==> src/rtl/ooo_pkg.sv <==
// **************************************************
// shared types and constants for the RV32I front end
// used by scoped name from every RTL and DV file
// **************************************************
`default_nettype none

package ooo_pkg;

    typedef logic [31:0] word_t;
    typedef logic [4:0]  reg_idx_t;
    typedef logic [6:0]  opcode_t;

    // decoded operation class handed to dispatch
    typedef enum logic [3:0] {
        ALU,
        LUI,
        AUIPC,
        BRANCH,
        JAL,
        JALR,
        LOAD,
        STORE,
        ILLEGAL
    } op_class_t;

    typedef enum logic [1:0] {
        IDLE,
        WAIT_RESP,
        HOLD,
        DRAIN
    } fetch_state_t;

    // RV32I base opcodes
    localparam opcode_t OPC_LUI    = 7'b0110111;
    localparam opcode_t OPC_AUIPC  = 7'b0010111;
    localparam opcode_t OPC_JAL    = 7'b1101111;
    localparam opcode_t OPC_JALR   = 7'b1100111;
    localparam opcode_t OPC_BRANCH = 7'b1100011;
    localparam opcode_t OPC_LOAD   = 7'b0000011;
    localparam opcode_t OPC_STORE  = 7'b0100011;
    localparam opcode_t OPC_IMM    = 7'b0010011;
    localparam opcode_t OPC_REG    = 7'b0110011;

    // instruction queue sizing
    localparam int IQ_DEPTH = 8;
    localparam int IQ_PTR_W = $clog2(IQ_DEPTH);
    localparam int IQ_CNT_W = $clog2(IQ_DEPTH + 1);

    typedef logic [IQ_PTR_W-1:0] iq_ptr_t;
    typedef logic [IQ_CNT_W-1:0] iq_cnt_t;

    localparam word_t RESET_PC = 32'h0000_0000;

endpackage

`default_nettype wire

==> src/rtl/cpu_frontend.sv <==
// **************************************************
// front end top: fetch, instruction queue, decode
// the back end attaches at the dispatch ports
// **************************************************
`timescale 1ns/1ps
`default_nettype none

module cpu_frontend (
    input  logic                 clk,
    input  logic                 reset_i,
    input  logic                 flush_i,
    input  ooo_pkg::word_t       pc_correct_i,
    // instruction cache
    input  logic                 mem_resp_i,
    input  ooo_pkg::word_t       mem_rdata_i,
    output logic                 mem_read_o,
    output ooo_pkg::word_t       mem_address_o,
    // dispatch to back end
    input  logic                 dispatch_ready_i,
    output logic                 dispatch_valid_o,
    output ooo_pkg::word_t       dispatch_pc_o,
    output ooo_pkg::word_t       dispatch_pc_next_o,
    output ooo_pkg::word_t       dispatch_inst_o,
    output ooo_pkg::op_class_t   dispatch_op_o,
    output ooo_pkg::reg_idx_t    dispatch_rd_o,
    output ooo_pkg::reg_idx_t    dispatch_rs1_o,
    output ooo_pkg::reg_idx_t    dispatch_rs2_o,
    output ooo_pkg::word_t       dispatch_imm_o,
    output logic                 dispatch_br_pred_o
);

    logic           iq_valid;
    logic           iq_ready;
    ooo_pkg::word_t iq_pc;
    ooo_pkg::word_t iq_inst;
    ooo_pkg::word_t iq_pc_next;
    logic           iq_br_pred;

    logic           head_valid;
    ooo_pkg::word_t head_pc;
    ooo_pkg::word_t head_pc_next;
    ooo_pkg::word_t head_inst;
    logic           head_br_pred;
    logic           iq_shift;

    fetch_predictor fetch_predictor_inst (
        .clk           (clk),
        .reset_i       (reset_i),
        .flush_i       (flush_i),
        .pc_correct_i  (pc_correct_i),
        .mem_resp_i    (mem_resp_i),
        .mem_rdata_i   (mem_rdata_i),
        .mem_read_o    (mem_read_o),
        .mem_address_o (mem_address_o),
        .iq_ready_i    (iq_ready),
        .iq_valid_o    (iq_valid),
        .iq_pc_o       (iq_pc),
        .iq_inst_o     (iq_inst),
        .iq_pc_next_o  (iq_pc_next),
        .iq_br_pred_o  (iq_br_pred)
    );

    instruction_queue instruction_queue_inst (
        .clk            (clk),
        .reset_i        (reset_i),
        .flush_i        (flush_i),
        .push_i         (iq_valid),
        .push_pc_i      (iq_pc),
        .push_inst_i    (iq_inst),
        .push_pc_next_i (iq_pc_next),
        .push_br_pred_i (iq_br_pred),
        .ready_o        (iq_ready),
        .shift_i        (iq_shift),
        .head_valid_o   (head_valid),
        .head_pc_o      (head_pc),
        .head_pc_next_o (head_pc_next),
        .head_inst_o    (head_inst),
        .head_br_pred_o (head_br_pred)
    );

    inst_decoder inst_decoder_inst (
        .head_valid_i       (head_valid),
        .head_pc_i          (head_pc),
        .head_pc_next_i     (head_pc_next),
        .head_inst_i        (head_inst),
        .head_br_pred_i     (head_br_pred),
        .shift_o            (iq_shift),
        .dispatch_ready_i   (dispatch_ready_i),
        .dispatch_valid_o   (dispatch_valid_o),
        .dispatch_pc_o      (dispatch_pc_o),
        .dispatch_pc_next_o (dispatch_pc_next_o),
        .dispatch_inst_o    (dispatch_inst_o),
        .dispatch_op_o      (dispatch_op_o),
        .dispatch_rd_o      (dispatch_rd_o),
        .dispatch_rs1_o     (dispatch_rs1_o),
        .dispatch_rs2_o     (dispatch_rs2_o),
        .dispatch_imm_o     (dispatch_imm_o),
        .dispatch_br_pred_o (dispatch_br_pred_o)
    );

endmodule

`default_nettype wire

==> src/rtl/fetch_predictor.sv <==
// **************************************************
// instruction fetch with a static next-PC predictor
// issues one cache read at a time and pushes each
// returned word into the instruction queue
// **************************************************
`timescale 1ns/1ps
`default_nettype none

module fetch_predictor (
    input  logic                 clk,
    input  logic                 reset_i,
    input  logic                 flush_i,
    input  ooo_pkg::word_t       pc_correct_i,
    input  logic                 mem_resp_i,
    input  ooo_pkg::word_t       mem_rdata_i,
    output logic                 mem_read_o,
    output ooo_pkg::word_t       mem_address_o,
    input  logic                 iq_ready_i,
    output logic                 iq_valid_o,
    output ooo_pkg::word_t       iq_pc_o,
    output ooo_pkg::word_t       iq_inst_o,
    output ooo_pkg::word_t       iq_pc_next_o,
    output logic                 iq_br_pred_o
);

    ooo_pkg::fetch_state_t state_q;
    ooo_pkg::fetch_state_t state_d;
    ooo_pkg::word_t        pc_q;
    ooo_pkg::word_t        pc_d;
    ooo_pkg::word_t        redirect_q;
    ooo_pkg::word_t        held_q;
    ooo_pkg::word_t        fetch_word;
    ooo_pkg::word_t        j_imm;
    ooo_pkg::word_t        b_imm;
    ooo_pkg::word_t        pred_next;
    ooo_pkg::opcode_t      opcode;
    logic                  pred_taken;

    // word under consideration, live from the cache or held
    assign fetch_word = (state_q == ooo_pkg::HOLD) ? held_q : mem_rdata_i;
    assign opcode     = fetch_word[6:0];

    assign j_imm = {{12{fetch_word[31]}}, fetch_word[19:12], fetch_word[20],
                    fetch_word[30:21], 1'b0};
    assign b_imm = {{20{fetch_word[31]}}, fetch_word[7], fetch_word[30:25],
                    fetch_word[11:8], 1'b0};

    // jal always taken, branches taken only when backward
    always_comb begin
        pred_taken = 1'b0;
        pred_next  = pc_q + 32'd4;
        if (opcode == ooo_pkg::OPC_JAL) begin
            pred_taken = 1'b1;
            pred_next  = pc_q + j_imm;
        end else if (opcode == ooo_pkg::OPC_BRANCH && fetch_word[31]) begin
            pred_taken = 1'b1;
            pred_next  = pc_q + b_imm;
        end
    end

    always_comb begin
        state_d = state_q;
        pc_d    = pc_q;
        case (state_q)
            ooo_pkg::IDLE: begin
                state_d = ooo_pkg::WAIT_RESP;
            end
            ooo_pkg::WAIT_RESP: begin
                if (mem_resp_i && !flush_i) begin
                    if (iq_ready_i) begin
                        pc_d = pred_next;
                    end else begin
                        state_d = ooo_pkg::HOLD;
                    end
                end else if (flush_i && !mem_resp_i) begin
                    // read still out, wait for it and drop the data
                    state_d = ooo_pkg::DRAIN;
                end
            end
            ooo_pkg::HOLD: begin
                if (flush_i) begin
                    state_d = ooo_pkg::WAIT_RESP;
                end else if (iq_ready_i) begin
                    state_d = ooo_pkg::WAIT_RESP;
                    pc_d    = pred_next;
                end
            end
            ooo_pkg::DRAIN: begin
                if (mem_resp_i) begin
                    state_d = ooo_pkg::WAIT_RESP;
                    pc_d    = redirect_q;
                end
            end
            default: state_d = ooo_pkg::IDLE;
        endcase
        // address must stay put while draining
        if (flush_i && state_d != ooo_pkg::DRAIN) begin
            pc_d = pc_correct_i;
        end
    end

    always_ff @(posedge clk) begin
        if (reset_i) begin
            state_q <= ooo_pkg::IDLE;
            pc_q    <= ooo_pkg::RESET_PC;
        end else begin
            state_q <= state_d;
            pc_q    <= pc_d;
        end
    end

    always_ff @(posedge clk) begin
        if (flush_i) begin
            redirect_q <= pc_correct_i;
        end
        if (state_q == ooo_pkg::WAIT_RESP && mem_resp_i) begin
            held_q <= mem_rdata_i;
        end
    end

    assign mem_read_o    = (state_q == ooo_pkg::WAIT_RESP) || (state_q == ooo_pkg::DRAIN);
    assign mem_address_o = pc_q;

    assign iq_valid_o   = !flush_i && ((state_q == ooo_pkg::WAIT_RESP && mem_resp_i)
                                       || state_q == ooo_pkg::HOLD);
    assign iq_pc_o      = pc_q;
    assign iq_inst_o    = fetch_word;
    assign iq_pc_next_o = pred_next;
    assign iq_br_pred_o = pred_taken;

endmodule

`default_nettype wire

==> src/rtl/inst_decoder.sv <==
// **************************************************
// decodes the queue head into a dispatch bundle
// pure logic, pops the queue when dispatch is taken
// **************************************************
`timescale 1ns/1ps
`default_nettype none

module inst_decoder (
    input  logic                 head_valid_i,
    input  ooo_pkg::word_t       head_pc_i,
    input  ooo_pkg::word_t       head_pc_next_i,
    input  ooo_pkg::word_t       head_inst_i,
    input  logic                 head_br_pred_i,
    output logic                 shift_o,
    input  logic                 dispatch_ready_i,
    output logic                 dispatch_valid_o,
    output ooo_pkg::word_t       dispatch_pc_o,
    output ooo_pkg::word_t       dispatch_pc_next_o,
    output ooo_pkg::word_t       dispatch_inst_o,
    output ooo_pkg::op_class_t   dispatch_op_o,
    output ooo_pkg::reg_idx_t    dispatch_rd_o,
    output ooo_pkg::reg_idx_t    dispatch_rs1_o,
    output ooo_pkg::reg_idx_t    dispatch_rs2_o,
    output ooo_pkg::word_t       dispatch_imm_o,
    output logic                 dispatch_br_pred_o
);

    ooo_pkg::opcode_t opcode;
    ooo_pkg::word_t   imm_i;
    ooo_pkg::word_t   imm_s;
    ooo_pkg::word_t   imm_b;
    ooo_pkg::word_t   imm_u;
    ooo_pkg::word_t   imm_j;
    logic             uses_rd;
    logic             uses_rs1;
    logic             uses_rs2;

    assign opcode = head_inst_i[6:0];

    // sign-extended immediates for each format
    assign imm_i = {{21{head_inst_i[31]}}, head_inst_i[30:20]};
    assign imm_s = {{21{head_inst_i[31]}}, head_inst_i[30:25], head_inst_i[11:7]};
    assign imm_b = {{20{head_inst_i[31]}}, head_inst_i[7], head_inst_i[30:25],
                    head_inst_i[11:8], 1'b0};
    assign imm_u = {head_inst_i[31:12], 12'h000};
    assign imm_j = {{12{head_inst_i[31]}}, head_inst_i[19:12], head_inst_i[20],
                    head_inst_i[30:21], 1'b0};

    always_comb begin
        dispatch_op_o  = ooo_pkg::ILLEGAL;
        dispatch_imm_o = '0;
        uses_rd        = 1'b0;
        uses_rs1       = 1'b0;
        uses_rs2       = 1'b0;
        case (opcode)
            ooo_pkg::OPC_LUI: begin
                dispatch_op_o  = ooo_pkg::LUI;
                dispatch_imm_o = imm_u;
                uses_rd        = 1'b1;
            end
            ooo_pkg::OPC_AUIPC: begin
                dispatch_op_o  = ooo_pkg::AUIPC;
                dispatch_imm_o = imm_u;
                uses_rd        = 1'b1;
            end
            ooo_pkg::OPC_JAL: begin
                dispatch_op_o  = ooo_pkg::JAL;
                dispatch_imm_o = imm_j;
                uses_rd        = 1'b1;
            end
            ooo_pkg::OPC_JALR: begin
                dispatch_op_o  = ooo_pkg::JALR;
                dispatch_imm_o = imm_i;
                uses_rd        = 1'b1;
                uses_rs1       = 1'b1;
            end
            ooo_pkg::OPC_BRANCH: begin
                dispatch_op_o  = ooo_pkg::BRANCH;
                dispatch_imm_o = imm_b;
                uses_rs1       = 1'b1;
                uses_rs2       = 1'b1;
            end
            ooo_pkg::OPC_LOAD: begin
                dispatch_op_o  = ooo_pkg::LOAD;
                dispatch_imm_o = imm_i;
                uses_rd        = 1'b1;
                uses_rs1       = 1'b1;
            end
            ooo_pkg::OPC_STORE: begin
                dispatch_op_o  = ooo_pkg::STORE;
                dispatch_imm_o = imm_s;
                uses_rs1       = 1'b1;
                uses_rs2       = 1'b1;
            end
            ooo_pkg::OPC_IMM: begin
                dispatch_op_o  = ooo_pkg::ALU;
                dispatch_imm_o = imm_i;
                uses_rd        = 1'b1;
                uses_rs1       = 1'b1;
            end
            // register-register ALU carries no immediate
            ooo_pkg::OPC_REG: begin
                dispatch_op_o = ooo_pkg::ALU;
                uses_rd       = 1'b1;
                uses_rs1      = 1'b1;
                uses_rs2      = 1'b1;
            end
            default: dispatch_op_o = ooo_pkg::ILLEGAL;
        endcase
    end

    // unused register fields read as x0
    assign dispatch_rd_o  = uses_rd  ? head_inst_i[11:7]  : '0;
    assign dispatch_rs1_o = uses_rs1 ? head_inst_i[19:15] : '0;
    assign dispatch_rs2_o = uses_rs2 ? head_inst_i[24:20] : '0;

    assign dispatch_valid_o   = head_valid_i;
    assign dispatch_pc_o      = head_pc_i;
    assign dispatch_pc_next_o = head_pc_next_i;
    assign dispatch_inst_o    = head_inst_i;
    assign dispatch_br_pred_o = head_br_pred_i;

    assign shift_o = head_valid_i && dispatch_ready_i;

endmodule

`default_nettype wire

==> src/rtl/instruction_queue.sv <==
// **************************************************
// circular buffer between fetch and decode
// holds each word with its PC and predicted next PC
// **************************************************
`timescale 1ns/1ps
`default_nettype none

module instruction_queue (
    input  logic                 clk,
    input  logic                 reset_i,
    input  logic                 flush_i,
    input  logic                 push_i,
    input  ooo_pkg::word_t       push_pc_i,
    input  ooo_pkg::word_t       push_inst_i,
    input  ooo_pkg::word_t       push_pc_next_i,
    input  logic                 push_br_pred_i,
    output logic                 ready_o,
    input  logic                 shift_i,
    output logic                 head_valid_o,
    output ooo_pkg::word_t       head_pc_o,
    output ooo_pkg::word_t       head_pc_next_o,
    output ooo_pkg::word_t       head_inst_o,
    output logic                 head_br_pred_o
);

    ooo_pkg::word_t   pc_mem      [ooo_pkg::IQ_DEPTH];
    ooo_pkg::word_t   inst_mem    [ooo_pkg::IQ_DEPTH];
    ooo_pkg::word_t   pc_next_mem [ooo_pkg::IQ_DEPTH];
    logic             pred_mem    [ooo_pkg::IQ_DEPTH];
    ooo_pkg::iq_ptr_t wr_ptr;
    ooo_pkg::iq_ptr_t rd_ptr;
    ooo_pkg::iq_cnt_t count;
    logic             push_en;
    logic             pop_en;

    assign ready_o      = count < ooo_pkg::iq_cnt_t'(ooo_pkg::IQ_DEPTH);
    assign head_valid_o = count != '0;

    assign push_en = push_i && ready_o;
    assign pop_en  = shift_i && head_valid_o;

    // entry storage
    always_ff @(posedge clk) begin
        if (push_en) begin
            pc_mem[wr_ptr]      <= push_pc_i;
            inst_mem[wr_ptr]    <= push_inst_i;
            pc_next_mem[wr_ptr] <= push_pc_next_i;
            pred_mem[wr_ptr]    <= push_br_pred_i;
        end
    end

    // pointers wrap naturally, depth is a power of two
    always_ff @(posedge clk) begin
        if (reset_i || flush_i) begin
            wr_ptr <= '0;
            rd_ptr <= '0;
            count  <= '0;
        end else begin
            if (push_en) begin
                wr_ptr <= wr_ptr + 1'b1;
            end
            if (pop_en) begin
                rd_ptr <= rd_ptr + 1'b1;
            end
            case ({push_en, pop_en})
                2'b10:   count <= count + 1'b1;
                2'b01:   count <= count - 1'b1;
                default: count <= count;
            endcase
        end
    end

    assign head_pc_o      = pc_mem[rd_ptr];
    assign head_pc_next_o = pc_next_mem[rd_ptr];
    assign head_inst_o    = inst_mem[rd_ptr];
    assign head_br_pred_o = pred_mem[rd_ptr];

endmodule

`default_nettype wire

==> config.mk <==
export PLATFORM = sky130hd
export DESIGN_NAME = cpu_frontend
export DESIGN_NICKNAME = d
export VERILOG_FILES = /design/src/rtl/ooo_pkg.sv /design/src/rtl/cpu_frontend.sv /design/src/rtl/fetch_predictor.sv /design/src/rtl/inst_decoder.sv /design/src/rtl/instruction_queue.sv
export SDC_FILE = /design/constraint.sdc
export NUM_CORES = 1
export LEC_CHECK = 0
export BUFFER_PORTS_ARGS = -buffer_cell sky130_fd_sc_hd__buf_4
export CAP_MARGIN = 25
export CORE_MARGIN = 10
export CORE_UTILIZATION = 55
export DETAILED_ROUTE_END_ITERATION = 8
export GPL_TIMING_DRIVEN = 0
export MAX_ROUTING_LAYER = met4
export PLACE_DENSITY = 0.7
export SYNTH_ARGS = -nofsm -noshare
export SYNTH_HDL_FRONTEND = slang
export SYNTH_SLANG_ARGS = --single-unit
==> constraint.sdc <==
create_clock -name clk -period 29.3 [get_ports clk]
set_input_delay 1.465 -clock clk [delete_from_list [all_inputs] [get_ports clk]]
set_output_delay 1.465 -clock clk [all_outputs]
set_load 0.01 [all_outputs]
==> impl_metrics.yaml, run 1 <==
run_status:
  status: "finished clean"
sta:
  finalCriticalPeriod_ns: 6.21
  rsz0062_at_grt: "false"
  slew_violations: 0
  worstMarginPinSlew_ns: 1.08
  post-route-period-util_pct: 21.2
  fin_skew_ns: 0.0266
  hold_viol: 0
  finalSetupTns_ns: 0
  worst_slack_ns: 23.09
  setup_violations: 0
  max_slew_margin_pct: 27.5
  timing.fmax_mhz: 161
synth:
  synth-seq-cells: 879
  synthArstFlopShare_pct: 0
  ys_warn_count: 0
  syn_area_mm2: 0.0380
  ys_types: 86
  ys_seq_area_share_pct: 68.3
  yosys.area.top_type: "edfxtp_1"
  syn-instance-count: 2293
  yosysMostFrequentCell: "edfxtp_1"
  synth.area.top_cells: "edfxtp_1 66%, mux4_2 11%, dfxtp_1 2.5%"
  syn_avg_cell_area_um2: 16.6
  synth_edf_count: 832
  synth_common_cells: "832 x edfxtp_1, 189 x mux4_2, 189 x nand2_1"
  ys.flop_type: "edfxtp_1"
  synth.net_count: 2418
  synth_top_area_share_pct: 65.8
floorplanning:
  start_util_pct: 55.5
  die_x_um: 283
  dieHeight_um: 283
  die_area_mm2: 0.0800
  io_pins: 251
  rows: 96
  core_mm2: 0.0685
clock_tree:
  postCtsSetupBuffers: 0
  htree_levels: 3
  cts_made_buffers: 88
  cts_buffer_depth: 3
  cts_resized: 0
  tritoncts: "built"
  clk_latency_ns: 0.66
  cts_sinks: 879
  path_clk_slew_ns: 0.06
  cts_hold_buf: 0
  root_buffer: "clkbuf_16"
power_and_ir_drop:
  leakagePower_nw: 15.7
  peakVddDrop_mv: 0.0517
  power_density_mw_per_mm2: 62.5
drt:
  route.vias.total: 23398
  drt-total-wl_mm: 107
  antenna_left: 0
  wl_per_cell_um: 28.7
  drc: 0
  drt_iter0_markers: 2255
  firstDrtPassIters: 7
  via_per_inst: 6.31
place:
  gp_congestion: 0.934
  port_buffers: 249
  place_area_mm2: 0.0422
  dp_worst_setup_slack_ns: 23.15
  hpwl_mm: 77.4
finish:
  drive_gt1_share_pct: 30.0
  syn_to_final_growth_pct: 18.9
  finish.instance_area_mm2: 0.0452
  fillers: 4724
  final_core_util_pct: 66.0
  layout.nets: 2876
global_route:
  grt_pass1_wl_mm: 156
  overflow: 0
  grt_usage_pct: 27.6
  grt_start_max_net_pins: 40
  grt_antenna_before_repair: 3
  grt_pass1_vias: 23648
worst_setup_path:
  critPathRequiredTime_ns: 27.83
  rr_worst_depth: 15
  crit_path_start_kind: "flip-flop"
  end_kind: "primary output"
  cp.arrival_ns: 4.75
  crit_fanout: 10
  criticalPathCategory: "reg2out"
worst_hold_path:
  hold_path_depth: 2
  hp-class: "reg2reg"
run:
  max_cap_violations: 0
-- area by class of cell --
cell class / instances / area, µm² / share of cell area, %
clock buffers: 118 / 2440 / 5.40
multi-input cells: 1249 / 11400 / 25.3
well taps: 882 / 1100 / 2.44
diodes: 2 / 5.00 / 0.0111
clock inverters: 47 / 427 / 0.945
plain buffers: 121 / 538 / 1.19
repair buffers: 368 / 3140 / 6.95
flip-flops and latches: 879 / 25900 / 57.4
inverters: 44 / 165 / 0.366
-- layer usage --
metal / part of all wire (%) / routed length (µm) / vias to the layer above / global-route usage (%)
li1: - / - / 10078 / -
met1: 41 / 43500 / 12079 / 36.4
met2: 49 / 52600 / 1088 / 44.5
met3: 7.6 / 8060 / 153 / 4.13
met4: 2.4 / 2510 / 0 / 7.84
met5: 0 / 0 / - / -
-- cell usage in the layout, fill, tap and decap left out, types with 9 or more instances in the layout --
cell type | netlist | layout
nor2_1 | 119 | 117
buf_6 | 3 | 63
a21o_1 | 13 | 13
a21oi_1 | 95 | 95
and3_1 | 9 | 9
clkbuf_16 | 0 | 90
buf_1 | 16 | 16
nand4_1 | 19 | 19
buf_4 | 2 | 291
mux2i_1 | 35 | 35
clkinv_1 | 0 | 18
clkbuf_1 | 65 | 85
o211ai_1 | 12 | 12
nand2_1 | 189 | 189
o21a_1 | 14 | 14
o21ai_1 | 23 | 23
a22oi_1 | 18 | 18
a211oi_1 | 13 | 12
o22ai_1 | 22 | 22
a31oi_1 | 16 | 16
nand3_1 | 27 | 27
buf_2 | 34 | 39
clkinv_2 | 0 | 13
mux2_2 | 70 | 70
ha_1 | 53 | 53
edfxtp_1 | 832 | 832
dfxtp_1 | 47 | 47
or3_1 | 9 | 9
xor2_1 | 32 | 32
inv_1 | 41 | 41
mux4_2 | 189 | 189
o21ai_0 | 52 | 52
nor3_1 | 37 | 34
and2_1 | 10 | 10
xnor2_1 | 28 | 28
o21ai_2 | 11 | 11
-- cells by family (layout without fill, tap and decap cells) --
family          count (synthesis)  in the layout  share of synthesized area (%)
buf+inv                       165            698                           1.85
xor+xnor                       60             60                           1.38
other cells                     0              2                              0
flops                         879            879                           68.3
fa+ha+maj                      56             56                           1.90
simple gates                  473            473                           5.73
mux                           302            302                           14.7
compound gates                358            358                           6.17
-- metrics by stage --
stage               instances  power, W  hold slack (ns)
global route             3710   0.00291            0.528
detailed placement       3536   0.00173            0.482
floorplan                2293   0.00161            0.454
CTS                      3701   0.00283            0.493
finish                   3710   0.00282            0.495
global placement         3424   0.00173            0.472
-- state kept, by name, summed over array words and instances (netlist names), named ones only --
register                            count
instruction_queue_inst.rd_ptr           3
instruction_queue_inst.pred_mem         8
fetch_predictor_inst.state_q            2
instruction_queue_inst.pc_mem         256
instruction_queue_inst.wr_ptr           3
fetch_predictor_inst.iq_pc_o           32
fetch_predictor_inst.held_q            32
instruction_queue_inst.count            4
instruction_queue_inst.inst_mem       256
fetch_predictor_inst.redirect_q        32
instruction_queue_inst.pc_next_mem    248
-- power breakdown --
| part | switching, W | leakage (nW) | total, W | internal (W) |
|---|---|---|---|---|
| logic | 0.000162 | 6.19 | 0.000268 | 0.000107 |
| registers | 0.0000283 | 8.07 | 0.00144 | 0.00141 |
| clock network | 0.000472 | 1.40 | 0.00111 | 0.000640 |
-- critical path: stages (launching register included) --
cell      delay [ns]
dfxtp_1         0.36
buf_2           0.29
buf_2           0.32
clkbuf_1        0.72
clkbuf_1        0.60
buf_8           0.24
buf_1           0.69
mux4_2          0.42
mux2_2          0.28
buf_4           0.15
-- path summary, 6_finish.rpt --
kind | from | end | slack [ns]
max | flip-flop | dispatch_pc_o[26] | 23.09
min | instruction_queue_inst.rd_ptr[1] | flip-flop | 0.50
max reg2reg | fetch_predictor_inst.state_q[1] | instruction_queue_inst.pc_next_mem[5][23] | 23.49
min reg2reg | instruction_queue_inst.rd_ptr[1] | flip-flop | 0.50
Power figures use the tool's default switching activity.
==> run 2: changes to the inputs <==
- PLACE_DENSITY: 0.7 -> 0.73
- clock period: 29.3 -> 5.1 ns (I/O delays scaled with it)
==> run 2 against run 1 <==
Sequential share of layout area decreased by 1.2 points. Combinational power grew to 6.0 times the previous value. Count of clock-buffer cells in the layout decreased by 6. Critical path depth grew 6. Flip-flop and latch count did not move. Worst setup slack got worse by 23 ns. Routed wire length increased by 1.1%. Via count grew 0.63%. Clock skew fell by 0.0075 ns. Final cell count rose by 0.75%.
==> impl_metrics.yaml, run 2 (synthesized netlist as in run 1, its figures left out) <==
worst_setup_path:
  end_kind: "flip-flop"
  crit_path_start_kind: "flip-flop"
  r2r_end: "instruction_queue_inst.pc_next_mem[0][23]"
  cp_top_family: "compound AO/OA/AOI/OAI gates"
  r2r_start: "fetch_predictor_inst.state_q[0]"
  crit_fanout: 10
  critPathRequiredTime_ns: 5.40
  cp_slowest_cell: "nor4_2"
  crit_chain: "nand2b_1 > buf_2 > clkbuf_2 > nand2_1 > nand2_2 > ha_1 > buf_2 > a21oi_2 > nand2_1 > nor4_2 > nor2_1 > a211oi_4 > a21oi_1 > a22oi_1 > a21oi_2"
  cp.arrival_ns: 5.19
  rr_worst_depth: 15
  regToRegSetupSlack_ns: 0.21
  path_buf_inv: 3
  criticalPathCategory: "reg2reg"
  critPathMaxStageDelay_ns: 0.51
power_and_ir_drop:
  leakagePower_nw: 15.9
  peakVddDrop_mv: 0.329
  power_w: 0.0162
  power_density_mw_per_mm2: 352
sta:
  worstMarginPinSlew_ns: 1.12
  fin_skew_ns: 0.0191
  rsz0062_at_grt: "false"
  finalSetupTns_ns: 0
  max_slew_margin_pct: 25.1
  slew_violations: 0
  finalCriticalPeriod_ns: 4.89
  hold_viol: 0
  setup_violations: 0
  timing.fmax_mhz: 204
  post-route-period-util_pct: 95.9
drt:
  drt-total-wl_mm: 108
  drt_iter0_markers: 2541
  drc: 0
  via_per_inst: 6.30
  route.vias.total: 23546
  antenna_left: 0
  wl_per_cell_um: 28.8
  firstDrtPassIters: 6
clock_tree:
  cts_sinks: 879
  root_buffer: "clkbuf_16"
  cts_buffer_depth: 3
  htree_levels: 3
  path_clk_slew_ns: 0.06
  cts_made_buffers: 88
  clk_latency_ns: 0.66
  tritoncts: "built"
place:
  placed_cells: 3496
  port_buffers: 249
  gp_congestion: 0.940
  place_area_mm2: 0.0424
  hpwl_mm: 75.7
worst_hold_path:
  hp-start: "flush_i"
  hp-class: "in2reg"
  min_to: "fetch_predictor_inst.redirect_q[0]"
  hold_path_depth: 1
global_route:
  grt_start_max_net_pins: 40
  grt_usage_pct: 27.8
  grt_pass1_vias: 23934
  overflow: 0
  grt_antenna_before_repair: 2
  grt_pass1_wl_mm: 158
floorplanning:
  die_area_mm2: 0.0800
  rows: 96
  core_mm2: 0.0685
  io_pins: 251
  start_util_pct: 55.5
  die_x_um: 283
  dieHeight_um: 283
finish:
  layout.nets: 2906
  layout.cells.non_filler: 3738
  antenna_cells: 0
  drive_gt1_share_pct: 29.3
  finish.instance_area_mm2: 0.0461
  final_core_util_pct: 67.4
  syn_to_final_growth_pct: 21.5
  reg.largest.list: "instruction_queue_inst.inst_mem x256, instruction_queue_inst.pc_mem x256, instruction_queue_inst.pc_next_mem x248"
  final_common_cell: "edfxtp_1"
  mostFrequentLayoutCells: "832 x edfxtp_1, 258 x buf_4, 189 x mux4_2, 185 x nand2_1, 115 x nor2_1"
run:
  max_cap_violations: 0
run_status:
  status: "finished clean"
==> run 2: per-layer routing <==
layer  vias to the layer above  global-route usage [%]  part of all wire (%)
li1                      10146                       -                     -
met1                     12017                    36.1                    39
met2                      1225                    45.3                    49
met3                       158                    4.69                   8.8
met4                         0                    7.80                   2.6
met5                         -                       -                     0
==> run 2: worst max path at each step <==
stage	from	end	slack, ns	cells past startpoint
finish	fetch_predictor_inst.state_q[0]	instruction_queue_inst.pc_next_mem[0][23]	0.21	15
global placement	flush_i	instruction_queue_inst.pc_mem[2][8]	-3.48	7
floorplan	fetch_predictor_inst.state_q[0]	instruction_queue_inst.inst_mem[2][0]	0.02	8
CTS	fetch_predictor_inst.state_q[1]	instruction_queue_inst.pc_next_mem[7][31]	0.02	15
global route	fetch_predictor_inst.state_q[0]	fetch_predictor_inst.iq_pc_o[29]	0.009	16
detailed placement	fetch_predictor_inst.state_q[1]	instruction_queue_inst.pc_next_mem[1][21]	-0.70	14
==> run 2: timing repair <==
| item | 4_1_cts | 5_1_grt |
|---|---|---|
| setup endpoints to repair | 130 | 108 |
| pin swaps | 1 | 1 |
| buffers inserted | 2 | 1 |
| endpoints found under the hold margin | 90 | 0 |
| gates resized for setup | 13 | 14 |
| hold buffers | 66 | 0 |
==> run 2: layout make-up <==
type	instances	area, µm²
Fill cell	4529	22300
Clock buffer	112	2310
Multi-Input combinational cell	1249	11600
Inverter	44	165
Timing Repair Buffer	399	3970
Tap cell	882	1100
Buffer	120	541
Clock inverter	53	532
Sequential cell	879	25900
==> run 2: metrics by stage <==
stage | hold WS, ns | setup slack [ns]
after floorplan | 0.354 | 0.0195
after global placement | 0.445 | -3.48
after detailed placement | 0.445 | -0.699
after CTS | 0.0824 | 0.0244
after global routing | 0.110 | 0.00860
final | 0.111 | 0.210
==> run 2: where the power goes <==
part | switching, W | total (W) | internal [W]
sequential | 0.000165 | 0.00828 | 0.00812
clock | 0.00272 | 0.00633 | 0.00361
combinational | 0.000954 | 0.00162 | 0.000661
total | 0.00384 | 0.0162 | 0.0124
==> run 3: changes to the inputs <==
- CAP_MARGIN: 25 -> 20
- REMOVE_ABC_BUFFERS: not set -> 1
==> run 3 against run 2 <==
Critical path type unchanged. Routed wire length fell by 9.0%. First-iteration DRC count fell by 5.1%. Sequential power barely moved. Flip-flop and latch count did not move. Largest cell class unchanged. Highest routed layer unchanged. Clock power fell by 4.6%. Largest power group unchanged. Total power fell by 2.3%. Design area fell by 0.72%.
==> impl_metrics.yaml, run 3 (synthesized netlist as in run 1, its figures left out) <==
run_status:
  status: "finished clean"
finish:
  antenna_cells: 0
  final_common_cell: "edfxtp_1"
  finish.instance_area_mm2: 0.0458
  final_core_util_pct: 66.9
  layout.cells.non_filler: 3670
  syn_to_final_growth_pct: 20.6
  drive_gt1_share_pct: 30.4
  mostFrequentLayoutCells: "832 x edfxtp_1, 298 x buf_4, 189 x mux4_2, 187 x nand2_1, 115 x nor2_1"
  reg.largest.list: "instruction_queue_inst.inst_mem x256, instruction_queue_inst.pc_mem x256, instruction_queue_inst.pc_next_mem x248"
  layout.nets: 2843
power_and_ir_drop:
  p_sw_share_pct: 22.9
  peakVddDrop_mv: 0.327
  pwr-share-comb_pct: 9.8
  leakagePower_nw: 15.8
  intPower_w: 0.0122
  power_switching_w: 0.00363
  power_density_mw_per_mm2: 346
  power_frac_seq_pct: 52.1
  clock_power_share_pct: 38.1
drt:
  drt_iter0_markers: 2411
  drc: 0
  firstDrtPassIters: 5
  route.vias.total: 22755
  drt-total-wl_mm: 98.1
  antenna_left: 0
  wl_per_cell_um: 26.7
  via_per_inst: 6.20
sta:
  rsz0062_at_grt: "true"
  finalCriticalPeriod_ns: 5.07
  slew_violations: 0
  worst_slack_ns: 0.0316
  max_slew_margin_pct: 19.9
  timing.fmax_mhz: 197
  finalSetupTns_ns: 0
  worstMarginPinSlew_ns: 1.20
  post-route-period-util_pct: 99.4
  hold_viol: 0
  setup_violations: 0
  fin_skew_ns: 0.0226
global_route:
  use_met2_pct: 41.0
  grt.met3_usage_pct: 4.25
  use_met1_pct: 33.5
  overflow: 0
  grt_usage_pct: 25.4
  grt_start_max_net_pins: 59
  grt_pass1_wl_mm: 148
  grt_pass1_vias: 23408
  grt.busiest_layer: "met2"
  grt_antenna_before_repair: 0
place:
  place_area_mm2: 0.0421
  dp_worst_setup_slack_ns: -1.72
  gp_congestion: 0.953
  hpwl_mm: 67.8
  port_buffers: 250
  placed_cells: 3429
worst_setup_path:
  cpMostUsedCell: "buf_4"
  crit_cells: 15
  critPathRequiredTime_ns: 5.44
  crit_path_end: "instruction_queue_inst.pc_next_mem[0][4]"
  regToRegSetupSlack_ns: 0.03
  crit_path_start_kind: "flip-flop"
  crit_chain: "nand2_4 > a21oi_1 > o21a_4 > nand2_1 > buf_16 > nor2_2 > clkinvlp_4 > nor4_4 > buf_4 > buf_4 > buf_4 > buf_4 > buf_4 > buf_4 > buf_4"
  cp_slowest_cell: "dfxtp_1"
  crit_fanout: 30
  rr_worst_depth: 15
  crit_start: "fetch_predictor_inst.state_q[1]"
  cp.arrival_ns: 5.41
  critPathMaxStageDelay_ns: 0.56
  r2r_end: "instruction_queue_inst.pc_next_mem[0][4]"
  criticalPathCategory: "reg2reg"
  path_buf_inv: 9
  cp_top_family: "buffers and inverters"
  end_kind: "flip-flop"
  r2r_start: "fetch_predictor_inst.state_q[1]"
clock_tree:
  cts_sinks: 879
  cts_buffer_depth: 3
  tritoncts: "built"
  root_buffer: "clkbuf_16"
  htree_levels: 3
  path_clk_slew_ns: 0.06
  cts_made_buffers: 86
  clk_latency_ns: 0.63
floorplanning:
  die_area_mm2: 0.0800
  die_x_um: 283
  io_pins: 251
  start_util_pct: 55.5
  dieHeight_um: 283
  core_mm2: 0.0685
  rows: 96
run:
  max_cap_violations: 0
worst_hold_path:
  hp-class: "in2reg"
==> run 3: how the worst min path moves through the flow <==
stage | from | endpoint | slack [ns] | cells after the start
6_report | reset_i | fetch_predictor_inst.state_q[0] | 0.12 | 2
5_1_grt | reset_i | fetch_predictor_inst.iq_pc_o[3] | 0.13 | 2
4_1_cts | reset_i | fetch_predictor_inst.iq_pc_o[3] | 0.07 | 2
3_5_place_dp | mem_rdata_i[12] | fetch_predictor_inst.held_q[12] | 0.44 | 1
3_3_place_gp | mem_rdata_i[12] | fetch_predictor_inst.held_q[12] | 0.44 | 1
2_1_floorplan | reset_i | fetch_predictor_inst.iq_pc_o[12] | 0.32 | 1
==> run 3: stage by stage <==
| step | total power [W] | hold slack (ns) |
|---|---|---|
| 3_3_place_gp | 0.00988 | 0.444 |
| 3_5_place_dp | 0.00988 | 0.443 |
| 2_1_floorplan | 0.00926 | 0.324 |
| 5_1_grt | 0.0164 | 0.126 |
| 4_1_cts | 0.0159 | 0.0747 |
| 6_report | 0.0159 | 0.123 |
==> run 3: what timing repair did <==
action                                  CTS  global route
hold buffers                             66             0
resized for setup                        18            13
pin swaps                                 2             1
endpoints found under the setup margin  784           152
hold endpoints to repair                 88             0
buffers inserted                          7             6
cloned                                    1             0
==> run 3: area by class of cell <==
class / count / area [µm²]
Clock buffer: 114 / 2350
Clock inverter: 44 / 334
Fill cell: 4549 / 22700
Inverter: 44 / 173
Multi-Input combinational cell: 1249 / 11600
Sequential cell: 879 / 25900
Tap cell: 882 / 1100
Timing Repair Buffer: 457 / 4300
Timing Repair inverter: 1 / 7.51
==> run 3: power groups by stage <==
stage	clock, W	sequential [W]	combinational (W)
after floorplan	0	0.00840	0.000854
after global placement	0	0.00848	0.00140
after detailed placement	0	0.00842	0.00147
after CTS	0.00613	0.00826	0.00154
after global routing	0.00643	0.00828	0.00168
final	0.00604	0.00826	0.00155
==> run 3: metal layers <==
metal / wire length, µm / part of all wire (%) / vias to the layer above
met1: 39300 / 40 / 11661
met5: 0 / 0 / -
li1: - / - / 10022
met3: 7680 / 7.8 / 132
met2: 49100 / 50 / 940
met4: 1970 / 2.0 / 0
